## config.mk

```make
export PLATFORM = sky130hd
export DESIGN_NAME = l2_resp_arbiter
export DESIGN_NICKNAME = d
export VERILOG_FILES = /design/src/common/l2_mem_pkg.sv /design/src/l2_resp_arbiter.sv
export SDC_FILE = /design/constraint.sdc
export NUM_CORES = 1
export LEC_CHECK = 0
export BUFFER_PORTS_ARGS = -buffer_cell sky130_fd_sc_hd__buf_2
export CELL_PAD_IN_SITES_DETAIL_PLACEMENT = 0
export CELL_PAD_IN_SITES_GLOBAL_PLACEMENT = 1
export CORE_AREA = 2 2 306 308
export CTS_BUF_LIST = sky130_fd_sc_hd__clkbuf_4 sky130_fd_sc_hd__clkbuf_8
export DETAILED_ROUTE_END_ITERATION = 6
export DIE_AREA = 0 0 308 310
export PLACE_DENSITY_LB_ADDON = 0.05
export REMOVE_ABC_BUFFERS = 1
export SKIP_CTS_REPAIR_TIMING = 1
export SYNTH_ARGS = -nofsm -noshare
export SYNTH_HDL_FRONTEND = slang
export SYNTH_SLANG_ARGS = --single-unit
```

## constraint.sdc

```tcl
create_clock -name i_clk -period 1.9 [get_ports i_clk]
set_clock_uncertainty 0.05 [all_clocks]
set_input_delay 0.38 -clock i_clk [delete_from_list [all_inputs] [get_ports i_clk]]
set_output_delay 0.38 -clock i_clk [all_outputs]
set_load 0.01 [all_outputs]
```

## src/bootrom.hex

```
// Each line is one 256-bit ROM word. The leftmost byte lands in byte lane 0.
000102030405060708090a0b0c0d0e0f00102030405060708090a0b0c0d0e0f0
101112131415161718191a1b1c1d1e1f01112131415161718191a1b1c1d1e1f1
202122232425262728292a2b2c2d2e2f02122232425262728292a2b2c2d2e2f2
303132333435363738393a3b3c3d3e3f03132333435363738393a3b3c3d3e3f3
404142434445464748494a4b4c4d4e4f04142434445464748494a4b4c4d4e4f4
505152535455565758595a5b5c5d5e5f05152535455565758595a5b5c5d5e5f5
606162636465666768696a6b6c6d6e6f06162636465666768696a6b6c6d6e6f6
707172737475767778797a7b7c7d7e7f07172737475767778797a7b7c7d7e7f7
808182838485868788898a8b8c8d8e8f08182838485868788898a8b8c8d8e8f8
909192939495969798999a9b9c9d9e9f09192939495969798999a9b9c9d9e9f9
a0a1a2a3a4a5a6a7a8a9aaabacadaeaf0a1a2a3a4a5a6a7a8a9aaabacadaeafa
b0b1b2b3b4b5b6b7b8b9babbbcbdbebf0b1b2b3b4b5b6b7b8b9babbbcbdbebfb
c0c1c2c3c4c5c6c7c8c9cacbcccdcecf0c1c2c3c4c5c6c7c8c9cacbcccdcecfc
d0d1d2d3d4d5d6d7d8d9dadbdcdddedf0d1d2d3d4d5d6d7d8d9dadbdcdddedfd
e0e1e2e3e4e5e6e7e8e9eaebecedeeef0e1e2e3e4e5e6e7e8e9eaebecedeeefe
f0f1f2f3f4f5f6f7f8f9fafbfcfdfeff0f1f2f3f4f5f6f7f8f9fafbfcfdfefff

```

## src/common/l2_mem_pkg.sv

```systemverilog
package l2_mem_pkg;

// Command carried with every L2 request.
typedef enum logic {
  MEM_RD = 1'b0,
  MEM_WR = 1'b1
} mem_cmd_t;

// Data path widths.
localparam int L2_DATA_W = 256;
localparam int L2_BE_W = L2_DATA_W / 8;
localparam int L2_TAG_W = 4;
localparam int L2_ADDR_W = 16;

// Byte offset bits inside one data word.
localparam int WORD_OFFSET_W = $clog2(L2_BE_W);

// Address map. Anything outside the ROM window lands in the scratch RAM.
localparam logic [L2_ADDR_W-1:0] BOOTROM_BASE = 16'h1000;
localparam int BOOTROM_SIZE = 512;
localparam int RAM_SIZE = 1024;

localparam int ROM_WORDS = BOOTROM_SIZE / L2_BE_W;
localparam int RAM_WORDS = RAM_SIZE / L2_BE_W;
localparam int ROM_WORD_W = $clog2(ROM_WORDS);
localparam int RAM_WORD_W = $clog2(RAM_WORDS);

// Initial ROM contents, one 256-bit word per line.
localparam string BOOTROM_HEX_FILE = "/design/src/bootrom.hex";

// Read pipeline depths, strobe to response push.
localparam int ROM_RD_LAT = 4;
localparam int RAM_RD_LAT = 2;

// Response queue depth and the matching credit counter width.
localparam int RESP_FIFO_DEPTH = 4;
localparam int CREDIT_W = $clog2(RESP_FIFO_DEPTH + 1);

endpackage

```

## src/l2_resp_arbiter.sv

```systemverilog
module l2_resp_arbiter (
  input  logic                             i_clk,
  input  logic                             i_reset_n,

  input  logic                             i_rom_not_empty,
  input  logic [l2_mem_pkg::L2_TAG_W-1:0]  i_rom_tag,
  input  logic [l2_mem_pkg::L2_DATA_W-1:0] i_rom_data,

  input  logic                             i_ram_not_empty,
  input  logic [l2_mem_pkg::L2_TAG_W-1:0]  i_ram_tag,
  input  logic [l2_mem_pkg::L2_DATA_W-1:0] i_ram_data,

  input  logic                             i_resp_ready,

  output logic                             o_rom_pop,
  output logic                             o_ram_pop,

  output logic                             o_resp_valid,
  output logic [l2_mem_pkg::L2_TAG_W-1:0]  o_resp_tag,
  output logic [l2_mem_pkg::L2_DATA_W-1:0] o_resp_data
);

logic sel_ram;
logic handshake;
logic last_ram;
logic lock;
logic lock_ram;

// A stalled response keeps its source so valid and data cannot change
// under the requester.
always_comb begin
  if (lock) begin
    sel_ram = lock_ram;
  end else if (i_rom_not_empty && i_ram_not_empty) begin
    sel_ram = !last_ram;
  end else begin
    sel_ram = i_ram_not_empty;
  end
end

assign o_resp_valid = sel_ram ? i_ram_not_empty : i_rom_not_empty;
assign o_resp_tag   = sel_ram ? i_ram_tag : i_rom_tag;
assign o_resp_data  = sel_ram ? i_ram_data : i_rom_data;

assign handshake = o_resp_valid && i_resp_ready;
assign o_rom_pop = handshake && !sel_ram;
assign o_ram_pop = handshake && sel_ram;

always_ff @(posedge i_clk or negedge i_reset_n) begin
  if (!i_reset_n) begin
    last_ram <= 1'b0;
    lock     <= 1'b0;
    lock_ram <= 1'b0;
  end else begin
    if (handshake) begin
      last_ram <= sel_ram;
    end
    lock     <= o_resp_valid && !i_resp_ready;
    lock_ram <= sel_ram;
  end
end

a_resp_stable: assert property (
  @(posedge i_clk) disable iff (!i_reset_n)
  (o_resp_valid && !i_resp_ready) |=>
    (o_resp_valid && $stable(o_resp_tag) && $stable(o_resp_data))
);

endmodule

```

# ---- Yosys cells after proc, flatten, opt, wreduce, memory -nomap -nowiden
# Cells that the tools add are included.
dict set report op_classes {
  mux 5
  n_reduce_logical 8
}
# op count
set op_table {}
lappend op_table {{2-to-1 mux 256 bit} 1}
lappend op_table {{logical AND 1 bit} 5}
lappend op_table {{2-to-1 mux 4 bit} 1}
lappend op_table {{logical NOT 1 bit} 3}
lappend op_table {{2-to-1 mux 1 bit} 3}
dict set report totals {
  regBits 3
  in_bits 525
  output_inout_bits 263
  wordCells 16
}

# ---- Depth between registers and ports, before layout
dict set report logic_depth {
  ltp_word 6
  depth_mapped 7
  depth_no_buf 4
}

# ---- Least setup slack after synthesis
# OpenSTA, ideal clock, no wires.
dict set report synth_path {
  path_type {input to output}
  startpoint {input port i_ram_not_empty}
  endpoint {output port o_resp_data[100] in the netlist's numbering}
  arrival_time_ps 1433
  slack_ps 37
  path_stages 6
  path_buffers 3
  cell_sequence {nor2b_2 -> a22oi_2 -> buf_6 -> buf_12 -> buf_12 -> mux2_4}
}
dict set report synth_between {
  elab_chain_cells 4
}
# element line_no
set synth_lines {}
lappend synth_lines {{from (decl)} l2_resp_arbiter.sv:9} ;# input logic i_ram_not_empty,
lappend synth_lines {{logical AND 1 bit} l2_resp_arbiter.sv:34} ;# end else if (i_rom_not_empty && i_ram_not_empty) begin
lappend synth_lines {{2-to-1 mux 1 bit *} l2_resp_arbiter.sv:34}
lappend synth_lines {{2-to-1 mux 1 bit *} l2_resp_arbiter.sv:32} ;# if (lock) begin
lappend synth_lines {{2-to-1 mux 256 bit *} l2_resp_arbiter.sv:43} ;# assign o_resp_data = sel_ram ? i_ram_data : i_rom_data;
lappend synth_lines {{to (decl)} l2_resp_arbiter.sv:20} ;# output logic [l2_mem_pkg::L2_DATA_W-1:0] o_resp_data
# Every way passes the cells marked *; elsewhere a longest branch is shown, timed or not.

# ---- Worst setup path in the final report
dict set report layout_path {
  startpoint {register lock}
  endpoint {output port o_resp_data[252] in the netlist's numbering}
}
dict set report layout_between {
  elab_chain_cells 2
}
# element line_no
set layout_lines {}
lappend layout_lines {{from (decl)} l2_resp_arbiter.sv:26} ;# logic lock;
lappend layout_lines {{from (signal assigned)} l2_resp_arbiter.sv:58} ;# lock <= o_resp_valid && !i_resp_ready;
lappend layout_lines {{2-to-1 mux 1 bit} l2_resp_arbiter.sv:32}
lappend layout_lines {{2-to-1 mux 256 bit} l2_resp_arbiter.sv:43}
# Every way passes these cells.

==> qor.yml <==
synth_area_leaders: "mux2_4 (63%), mux2_2 (22%), buf_12 (9.5%), dfrtp_1 (1.8%), buf_4 (1.4%)"
critPathLaunch: "lock$_DFF_PN0_"
pin_count: 788
die_w_um: 308
clkSinkCount: 3
htree_num_levels: 1
ys.flop_type: "dfrtp_1"
r2r_slack_ps: 350
clockBufferDepth: 2
timing.rr.end: "lock_ram$_DFF_PN0_"
nets: 1630
hp-start: "i_resp_ready"
grt_start_max_net_pins: 35
clkTransAtPathRegs_ps: 30
hpwl_mm: 35.37
globalplace.congestion: 0.7048
detail_route.wl_per_cell_um: 16.90
grt_overflow: 0
ys_types: 16
cts_inserted_buffers: 3
portBuffers: 787
post-route-period-util_pct: 124.9
tns_ps: -106860
worst_slack_ps: -473.0
synthCells: 304
violations: "setup timing"
coreArea_um2: 92490
period_minus_slack_ps: 2373
setup_viol: 262
end_kind: "primary output"
grt_pass1_wl_mm: 46.49
status: "finished with violations"
track_usage_pct: 6.941
async_flop_share_pct: 100.0
final_area_um2: 10140
critPathCapture: "o_resp_data[252]"
drive_gt1_share_pct: 98.73
post-synth-top-count-cell: "mux2_4"
postPlaceCellArea_um2: 9528
syn_to_final_growth_pct: 140.1
cp.arrival_ps: 1940
crit_type: "reg2out"
initialDrtViolationCount: 148
final_core_util_pct: 10.97
synth_top_cell_by_area: "mux2_4"
place_inst: 2284
r2r-start: "lock$_DFF_PN0_"
diodes: 0
clkLatencyLatePin_ps: 210
antenna_left: 0
rr_worst_depth: 7
synth.avg_cell_area_um2: 13.90
rsz0062_at_grt: "true"
dp_slack_ps: -466.5
yosysTopAreaCellShare_pct: 63.25
finalHoldViolCount: 0
holdWs_ps: 332.4
tightest_slew_ps: 244.5
grt_pass1_vias: 5990
irDropWorstVdd_uv: 123.7
drt-total-wl_mm: 38.88
dieArea_um2: 95480
syn_area_um2: 4225
p_total_mw: 4.540
ys_warn_count: 0
cts_root_buffer: "clkbuf_8"
cts_tree: "yes"
holdCritPathClass: "in2reg"
max_freq_mhz: 421.4
slew_headroom_pct: 83.56
critPathRequiredTime_ps: 1470
start_util_pct: 4.568
dieHeight_um: 310
power-per-cell-area_nw_per_um2: 447.6
cp_max_fo: 13
synthTopCellsByCount: "mux2_4 (178), mux2_2 (82), buf_12 (20)"
critPathLaunchType: "flip-flop"
row_count: 112
remaining_drc_errors: 0
finalNonFillerCells: 2301
yosysSeqAreaShare_pct: 1.777
leakagePower_nw: 5.556
viasPerCell: 2.497
routed-via-count: 5745
synth_edf_count: 0
firstDrtPassIters: 4
finalMaxSlewViolations: 0
synth_seq_cells: 3
drv_cap: 0
antenna_found_initial: 11
-- critical path: stages, from the launching register on --
cell,delay (ps)
dfrtp_1,410
nor2b_2,60
a22oi_2,170
buf_12,150
buf_12,190
clkbuf_16,230
mux2_4,300
buf_2,150
-- cells in the final DEF (no fill, tap or decap), types with 3 or more instances in the layout --
master and n:
buf_6 33, buf_4 9, mux2_4 192, buf_16 5, buf_12 9, buf_2 758, clkbuf_16 8, mux2_2 68
clkbuf_8 3, dfrtp_1 3
-- cells by family (layout without fill, tap and decap cells) --
family                 count (synthesis)  count (layout)  synth area share (%)
muxes                                260             260                 85.11
buffers and inverters                 30             830                 11.25
and+or+nand+nor                        6               6                0.8885
AOI/OAI and AO/OA                      5               5                0.9772
DFF                                    3               3                 1.777
-- state kept, by name, summed over array words and instances (netlist names) --
register and count:
last_ram 1, lock 1, lock_ram 1
-- worst min path at each step --
stage | to | slack, ps | depth (start not counted)
final | lock$_DFF_PN0_ | 330 | 2
after global routing | lock$_DFF_PN0_ | 340 | 2
after CTS | lock_ram$_DFF_PN0_ | -90 | 1
after detailed placement | lock_ram$_DFF_PN0_ | 130 | 1
after global placement | lock_ram$_DFF_PN0_ | 130 | 1
after floorplan | last_ram$_DFFE_PN0P_ | 30 | 0
-- layer usage --
layer	wire length [um]	vias to the layer above	GRT usage [%]
met1	10960	2593	5.432
met5	47	-	0
li1	-	2762	-
met2	24210	364	16.16
met3	3538	20	2.363
met4	129	6	0.3063
-- power by group --
group,switching (mW),total (mW),internal (mW)
Sequential,0.00993,0.0860,0.0761
Combinational,1.79,4.26,2.47
Clock,0.0393,0.196,0.157
Total,1.84,4.54,2.70
-- area by class of cell --
cell class,count,area [um2]
fillers,10790,82350
repair buffers,825,4791
multi-input cells,271,3727
well taps,1197,1498
flip-flops and latches,3,75.07
clock buffers,4,48.80
inverters,1,3.754
No activity file was read; power rests on OpenSTA's default activity.
