**src/bootrom.hex**
```
// Each line is one 256-bit ROM word. The leftmost byte lands in byte lane 0.
000102030405060708090a0b0c0d0e0f00102030405060708090a0b0c0d0e0f0
101112131415161718191a1b1c1d1e1f01112131415161718191a1b1c1d1e1f1
202122232425262728292a2b2c2d2e2f02122232425262728292a2b2c2d2e2f2
303132333435363738393a3b3c3d3e3f03132333435363738393a3b3c3d3e3f3
404142434445464748494a4b4c4d4e4f04142434445464748494a4b4c4d4e4f4
505152535455565758595a5b5c5d5e5f05152535455565758595a5b5c5d5e5f5
606162636465666768696a6b6c6d6e6f06162636465666768696a6b6c6d6e6f6
707172737475767778797a7b7c7d7e7f07172737475767778797a7b7c7d7e7f7
808182838485868788898a8b8c8d8e8f08182838485868788898a8b8c8d8e8f8
909192939495969798999a9b9c9d9e9f09192939495969798999a9b9c9d9e9f9
a0a1a2a3a4a5a6a7a8a9aaabacadaeaf0a1a2a3a4a5a6a7a8a9aaabacadaeafa
b0b1b2b3b4b5b6b7b8b9babbbcbdbebf0b1b2b3b4b5b6b7b8b9babbbcbdbebfb
c0c1c2c3c4c5c6c7c8c9cacbcccdcecf0c1c2c3c4c5c6c7c8c9cacbcccdcecfc
d0d1d2d3d4d5d6d7d8d9dadbdcdddedf0d1d2d3d4d5d6d7d8d9dadbdcdddedfd
e0e1e2e3e4e5e6e7e8e9eaebecedeeef0e1e2e3e4e5e6e7e8e9eaebecedeeefe
f0f1f2f3f4f5f6f7f8f9fafbfcfdfeff0f1f2f3f4f5f6f7f8f9fafbfcfdfefff

```
**src/common/l2_mem_pkg.sv**
```systemverilog
package l2_mem_pkg;

// Command carried with every L2 request.
typedef enum logic {
  MEM_RD = 1'b0,
  MEM_WR = 1'b1
} mem_cmd_t;

// Data path widths.
localparam int L2_DATA_W = 256;
localparam int L2_BE_W = L2_DATA_W / 8;
localparam int L2_TAG_W = 4;
localparam int L2_ADDR_W = 16;

// Byte offset bits inside one data word.
localparam int WORD_OFFSET_W = $clog2(L2_BE_W);

// Address map. Anything outside the ROM window lands in the scratch RAM.
localparam logic [L2_ADDR_W-1:0] BOOTROM_BASE = 16'h1000;
localparam int BOOTROM_SIZE = 512;
localparam int RAM_SIZE = 1024;

localparam int ROM_WORDS = BOOTROM_SIZE / L2_BE_W;
localparam int RAM_WORDS = RAM_SIZE / L2_BE_W;
localparam int ROM_WORD_W = $clog2(ROM_WORDS);
localparam int RAM_WORD_W = $clog2(RAM_WORDS);

// Initial ROM contents, one 256-bit word per line.
localparam string BOOTROM_HEX_FILE = "/design/src/bootrom.hex";

// Read pipeline depths, strobe to response push.
localparam int ROM_RD_LAT = 4;
localparam int RAM_RD_LAT = 2;

// Response queue depth and the matching credit counter width.
localparam int RESP_FIFO_DEPTH = 4;
localparam int CREDIT_W = $clog2(RESP_FIFO_DEPTH + 1);

endpackage

```
**src/l2_addr_router.sv**
```systemverilog
module l2_addr_router (
  input  logic                              i_clk,
  input  logic                              i_reset_n,

  input  logic                              i_req_valid,
  input  logic [l2_mem_pkg::L2_ADDR_W-1:0]  i_req_addr,

  input  logic                              i_rom_pop,
  input  logic                              i_ram_pop,

  output logic                              o_req_ready,
  output logic                              o_rom_req,
  output logic                              o_ram_req,
  output logic [l2_mem_pkg::RAM_WORD_W-1:0] o_word
);

import l2_mem_pkg::*;

logic                  in_rom;
logic [L2_ADDR_W-1:0]  rom_offset;
logic [ROM_WORD_W-1:0] rom_word;
logic [RAM_WORD_W-1:0] ram_word;
logic                  accept;

logic [CREDIT_W-1:0]   rom_credit;
logic [CREDIT_W-1:0]   ram_credit;

assign rom_offset = i_req_addr - BOOTROM_BASE;
assign in_rom     = (i_req_addr >= BOOTROM_BASE) && (rom_offset < BOOTROM_SIZE);

// RAM addresses simply alias on their low bits.
assign rom_word = rom_offset[WORD_OFFSET_W +: ROM_WORD_W];
assign ram_word = i_req_addr[WORD_OFFSET_W +: RAM_WORD_W];
assign o_word   = in_rom ? RAM_WORD_W'(rom_word) : ram_word;

// A credit stands for one free slot in that target's response queue, so
// a request is only taken when its response has somewhere to go.
assign o_req_ready = in_rom ? (rom_credit != '0) : (ram_credit != '0);

assign accept    = i_req_valid && o_req_ready;
assign o_rom_req = accept && in_rom;
assign o_ram_req = accept && !in_rom;

always_ff @(posedge i_clk or negedge i_reset_n) begin
  if (!i_reset_n) begin
    rom_credit <= CREDIT_W'(RESP_FIFO_DEPTH);
    ram_credit <= CREDIT_W'(RESP_FIFO_DEPTH);
  end else begin
    rom_credit <= rom_credit - CREDIT_W'(o_rom_req) + CREDIT_W'(i_rom_pop);
    ram_credit <= ram_credit - CREDIT_W'(o_ram_req) + CREDIT_W'(i_ram_pop);
  end
end

// Pops come back from the arbiter, so an extra pop would show up here.
a_credit_bound: assert property (
  @(posedge i_clk) disable iff (!i_reset_n)
  (rom_credit <= CREDIT_W'(RESP_FIFO_DEPTH)) &&
  (ram_credit <= CREDIT_W'(RESP_FIFO_DEPTH))
);

endmodule

```
**config.mk**
```make
export PLATFORM = sky130hd
export DESIGN_NAME = l2_addr_router
export DESIGN_NICKNAME = d
export VERILOG_FILES = /design/src/common/l2_mem_pkg.sv /design/src/l2_addr_router.sv
export SDC_FILE = /design/constraint.sdc
export NUM_CORES = 1
export LEC_CHECK = 0
export CAP_MARGIN = 10
export CORE_AREA = 2 2 39 41
export CTS_CLUSTER_DIAMETER = 80
export DETAILED_ROUTE_END_ITERATION = 8
export DIE_AREA = 0 0 41 43
export DONT_BUFFER_PORTS = 1
export PLACE_DENSITY = 0.48
export SETUP_SLACK_MARGIN = 0.4
export SLEW_MARGIN = 30
export SYNTH_ARGS = -nofsm -noshare
export SYNTH_HDL_FRONTEND = slang
export SYNTH_SLANG_ARGS = --single-unit
```
**constraint.sdc**
```tcl
create_clock -name i_clk -period 2.3 [get_ports i_clk]
set_input_delay 0.115 -clock i_clk [delete_from_list [all_inputs] [get_ports i_clk]]
set_output_delay 0.115 -clock i_clk [all_outputs]
set_load 0.01 [all_outputs]
```
# Word level (Yosys, flattened, before mapping)
# Cells that the tools add are included.
[word_totals]
input_bits = 21
ff_bits = 6
out_inout_bits = 8
elab_cells = 18
[op_classes]
order_cmp = 2
n_reduce_logical = 7
mux = 2
n_addsub = 5
[op_table]
columns = ["cell", "count"]
rows = [
  ["greater-or-equal comparator 16 x 13 -> 1 bit, second input constant", 1],
  ["less-than comparator 16 x 10 -> 1 bit, second input constant", 1],
  ["subtractor 16 x 13 -> 16 bit, second input constant", 1],
  ["adder 3 x 1 -> 3 bit", 2],
  ["nonzero test 3 bit", 2],
  ["subtractor 3 x 1 -> 3 bit", 2],
  ["2-to-1 mux 5 bit", 1],
  ["logical AND 1 bit", 4],
  ["logical NOT 1 bit", 1],
  ["2-to-1 mux 1 bit", 1],
]

# Depth between registers and ports, before layout
[logic_depth]
word_depth = 8
depth_mapped = 9

# Least setup slack after synthesis
# No wires, ideal clock.
[synth_path]
path_type = "reg-to-reg"
from = "register ram_credit[1]"
to = "register ram_credit[2]"
setup_ns = 0.075
setup_slack_ns = 0.279
arrival_time_ns = 1.946
stages_incl_launch_ff = 9
period_less_slack_ns = 2.021
cell_sequence = "dfrtp_1 -> nor3_1 -> and3b_1 -> ha_1 -> inv_1 -> ha_1 -> fa_1 -> xnor2_1 -> xnor2_1"
[synth_between]
elab_chain_len = 6
[synth_rtl]
columns = ["element", "line", "source"]
rows = [
  ["start: declaration", "l2_addr_router.sv:26", "logic [CREDIT_W-1:0] ram_credit;"],
  ["start signal: assignment", "l2_addr_router.sv:47", "ram_credit <= CREDIT_W'(RESP_FIFO_DEPTH);"],
  ["start signal: assignment", "l2_addr_router.sv:50", "ram_credit <= ram_credit - CREDIT_W'(o_ram_req) + CREDIT_W'(i_ram_pop);"],
  ["nonzero test 3 bit", "l2_addr_router.sv:38", "assign o_req_ready = in_rom ? (rom_credit != '0) : (ram_credit != '0);"],
  ["2-to-1 mux 1 bit", "l2_addr_router.sv:38", ""],
  ["logical AND 1 bit", "l2_addr_router.sv:40", "assign accept = i_req_valid && o_req_ready;"],
  ["logical AND 1 bit", "l2_addr_router.sv:42", "assign o_ram_req = accept && !in_rom;"],
  ["net o_ram_req", "l2_addr_router.sv:13", "output logic o_ram_req,"],
  ["subtractor 3 x 1 -> 3 bit", "l2_addr_router.sv:50", ""],
  ["adder 3 x 1 -> 3 bit", "l2_addr_router.sv:50", ""],
]
# The timed path passes the listed nets, and every way through them passes these cells.

# Final worst setup path
# Ends and elaborated chain as after synthesis.

==> impl_summary.txt <==
----------------------------------------------------
[Status]
  Run status ... completed

[Clock tree]
  Total CTS buffers ... 3
  CTS tree ... done
  Buffer depth of the longest clock path ... 2
  Number of levels in the clock H-tree ... 1
  Clock Sink Count ... 6
  Clock root buffer master ... sky130_fd_sc_hd__clkbuf_4
  CTS clock-pin slew for the worst setup and hold paths ... 0.04 ns
  Latest clock arrival within the worst-skew pair ... approximately 0.24 ns

[Place]
  Count of input and output buffers ... 0
  Routability-driven placement congestion ratio ... just under 0.7
  Post-DP HPWL ... 544 um

[Power and ir drop]
  Worst vdd rail ir drop ... 0.606 mV
  Leakage power ... between 0.2 and 0.25 nW
  Power density over the cells ... 1320 nW/um^2

[Synthesis]
  Sequential share of the synthesized area ... 37.5%
  Cell count after synthesis ... 37
  Post-synthesis sequential element count ... 6
  Cell Area, Synth ... 407 sq um
  Nets in the synthesized netlist ... between 60 and 70
  Number of unique standard cell types used by synthesis ... 14
  Mean cell area of the mapped netlist ... 11.0 sq um
  Count of yosys warnings during synthesis ... 0

[GRT]
  Aggregate global routing overflow ... 0
  Vias in the first global route ... 275
  GRT Total Usage ... under 10%
  Antenna violations before repair ... 0
  Wire length of the first global-routing pass ... 1.03 mm
  Largest net degree at the start of global routing ... 7

[Setup path]
  Crit Path Max Fanout ... 2
  Worst path arrival time ... roughly 2.2 ns
  Worst path buffer plus inverter count ... 1
  Family of cells with the greatest summed delay on the critical path ... adder cells
  WS Path Type ... flop to flop
  Number of cells traversed by the worst register-to-register path ... 8
  Delay of the slowest critical-path stage ... 0.38 ns
  Cell-by-cell trace of the critical path ... nor3_2, and3b_2, ha_4, inv_2, ha_4, fa_2, xnor2_2, xnor2_1
  Slowest stage cell, crit path ... sky130_fd_sc_hd__dfrtp_1
  Total stage count of the critical path ... 8
  Nature of the critical path endpoint ... flop
  Data required, critical path ... 2.46 ns
  Type of origin of the critical path ... flop
  Cell occurring most often along the worst timing path ... sky130_fd_sc_hd__ha_4

[Routing]
  Antenna viol nets, final ... 0
  Initial detailed-routing violation count ... 2
  Post-detailed-route DRC marker count ... 0
  Max layer used ... met4
  Detail Route met3 WL ... 75 um
  Sum of routed wire length over all layers ... a little over 600 um
  Number of iterations in the first detailed-routing pass ... 3
  Met2 wire len ... 297 um
  Via Count ... 245
  WL met1 ... 227 um
  Routed via count divided by cell count ... 4.38
  Wirelength per Cell ... 10.9 um

[Timing]
  Clock tree skew after final layout ... 0.0000900 ns
  Number of hold violations in the final report ... 0
  Transition time at the pin with the least slew margin ... 0.285 ns
  Max Clk Rate ... roughly 490 MHz
  Setup repair after global routing missed its margin ... yes
  Number of pins exceeding their max-slew limit in the final report ... 0
  Worst slew margin relative to its limit ... 80.5%
  Final critical-path required period ... approximately 2 ns
  Number of setup violations in the final report ... 0
  Setup TNS Final ... 0 ns
  Final worst path period share ... 88.0%

[Die]
  Core Footprint ... 1380 sq um
  Die width ... 41 um
  Die Span Y ... 43 um
  Cell row count ... 14
  Effective utilization at floorplan ... between 20 and 30%
  Ports placed on the boundary ... 29
  DIE AREA ... roughly 1800 sq um

[Layout]
  Filler cell count in the final layout ... 146
  Util after Layout ... between 30% and 40%
  Register cell area after layout ... 153 sq um
  Layout Nets ... 69
  Share of final-layout standard cells stronger than drive strength 1 ... 50.0%
  Signed area change from the synthesized netlist to the final layout ... 28.0%
  Count of antenna diodes in the layout ... 0
  Area taken by multi-input logic gates ... between 200 and 300 sq um

[Worst hold path]
  Path category of the worst min-delay check ... primary input to flop
  Worst Hold Depth ... 1

[Flow run]
  Max-capacitance violation count ... 0

----------------------------------------------------
-- sequential cells by signal, summed over array words and instances, names as in the netlist --
name	cells
rom_credit	3
ram_credit	3
-- metal layers --
metal / GRT usage [%] / up-vias
met5: 0 / -
met4: 8.00 / 0
met3: 4.71 / 2
met2: 12.2 / 15
met1: 10.7 / 111
li1: - / 117
-- power by group --
part | total [mW] | switching (mW) | internal [mW]
clock | 0.0920 | 0.0334 | 0.0587
combinational | 0.360 | 0.159 | 0.201
sequential | 0.235 | 0.0522 | 0.183
total | 0.688 | 0.244 | 0.443
-- cell type report --
class	count	area share [%]
flip-flops and latches	6	29.3
clock buffers	3	4.33
multi-input cells	18	48.6
inverters	8	5.77
repair buffers	5	8.17
well taps	16	3.85
-- cell usage after synthesis --
| cell | count | area [sq um] |
|---|---|---|
| sky130_fd_sc_hd__inv_1 | 8 | 30.0 |
| sky130_fd_sc_hd__buf_4 | 4 | 30.0 |
| sky130_fd_sc_hd__dfrtp_1 | 4 | 100 |
| sky130_fd_sc_hd__ha_1 | 4 | 50.1 |
| sky130_fd_sc_hd__xnor2_1 | 4 | 35.0 |
| sky130_fd_sc_hd__nor3_1 | 3 | 15.0 |
| sky130_fd_sc_hd__dfstp_2 | 2 | 52.6 |
| sky130_fd_sc_hd__fa_1 | 2 | 40.0 |
| sky130_fd_sc_hd__and3b_1 | 1 | 8.76 |
| sky130_fd_sc_hd__clkbuf_1 | 1 | 3.75 |
| sky130_fd_sc_hd__mux2i_1 | 1 | 10.0 |
| sky130_fd_sc_hd__nand2_1 | 1 | 3.75 |
| sky130_fd_sc_hd__nor3b_2 | 1 | 12.5 |
| sky130_fd_sc_hd__nor4b_2 | 1 | 15.0 |
-- cell usage in the layout (no fill, tap or decap), types with 2 or more instances in the layout --
cell type / netlist / layout
sky130_fd_sc_hd__buf_4: 4 / 3
sky130_fd_sc_hd__clkbuf_4: 0 / 3
sky130_fd_sc_hd__dfrtp_1: 4 / 4
sky130_fd_sc_hd__xnor2_2: 0 / 2
sky130_fd_sc_hd__ha_4: 0 / 2
sky130_fd_sc_hd__dfstp_2: 2 / 2
sky130_fd_sc_hd__ha_1: 4 / 2
sky130_fd_sc_hd__fa_2: 0 / 2
sky130_fd_sc_hd__inv_1: 8 / 7
sky130_fd_sc_hd__dlygate4sd3_1: 0 / 2
sky130_fd_sc_hd__xnor2_1: 4 / 2
-- final timing paths --
kind                                         start                 endpoint  slack [ns]
min                                      i_rom_pop  rom_credit[0]$_DFF_PN0_        0.02
min in group asynchronous                i_reset_n  rom_credit[0]$_DFF_PN0_        0.18
max                        ram_credit[1]$_DFF_PN0_  ram_credit[2]$_DFF_PN1_        0.28
max in group asynchronous                i_reset_n  ram_credit[2]$_DFF_PN1_        1.86
min reg2reg                ram_credit[2]$_DFF_PN1_  ram_credit[2]$_DFF_PN1_        0.60
max reg2reg                ram_credit[1]$_DFF_PN0_  ram_credit[2]$_DFF_PN1_        0.28
-- cell families (layout without fill, tap and decap cells) --
group	after synthesis	count (layout)	synth area share, %
buffers and inverters	13	16	15.7
and+or+nand+nor	7	7	13.5
adders and majority gates	6	6	22.2
DFF	6	6	37.5
xor gates and xnor gates	4	4	8.61
muxes	1	1	2.46
-- stage by stage --
step | area (sq um) | worst slack [ns] | hold slack (ns) | instances | power, mW
after floorplan | 455 | 0.334 | -0.181 | 37 | 0.497
after global placement | 449 | 0.252 | -0.180 | 49 | 0.534
after detailed placement | 449 | 0.214 | -0.180 | 49 | 0.545
after CTS | 492 | 0.255 | 0.0105 | 54 | 0.646
after global routing | 520 | 0.198 | 0.00648 | 56 | 0.756
final | 520 | 0.276 | 0.0162 | 56 | 0.688
-- worst reg2reg max path: cells and delay by family, from the launching register on --
kind / cells / cell delay (ns)
adders and majority gates: 3 / 0.76
and+or+nand+nor: 2 / 0.46
buffers and inverters: 1 / 0.03
xor gates and xnor gates: 2 / 0.30
DFF: 1 / 0.38
-- repair_timing --
item	CTS	global route
setup buffers	0	2
hold endpoints to repair	7	0
endpoints found under the setup margin	3	4
hold buffers	2	0
pin swaps	7	1
gates resized for setup	0	2
No activity file was read; power rests on OpenSTA's default activity.
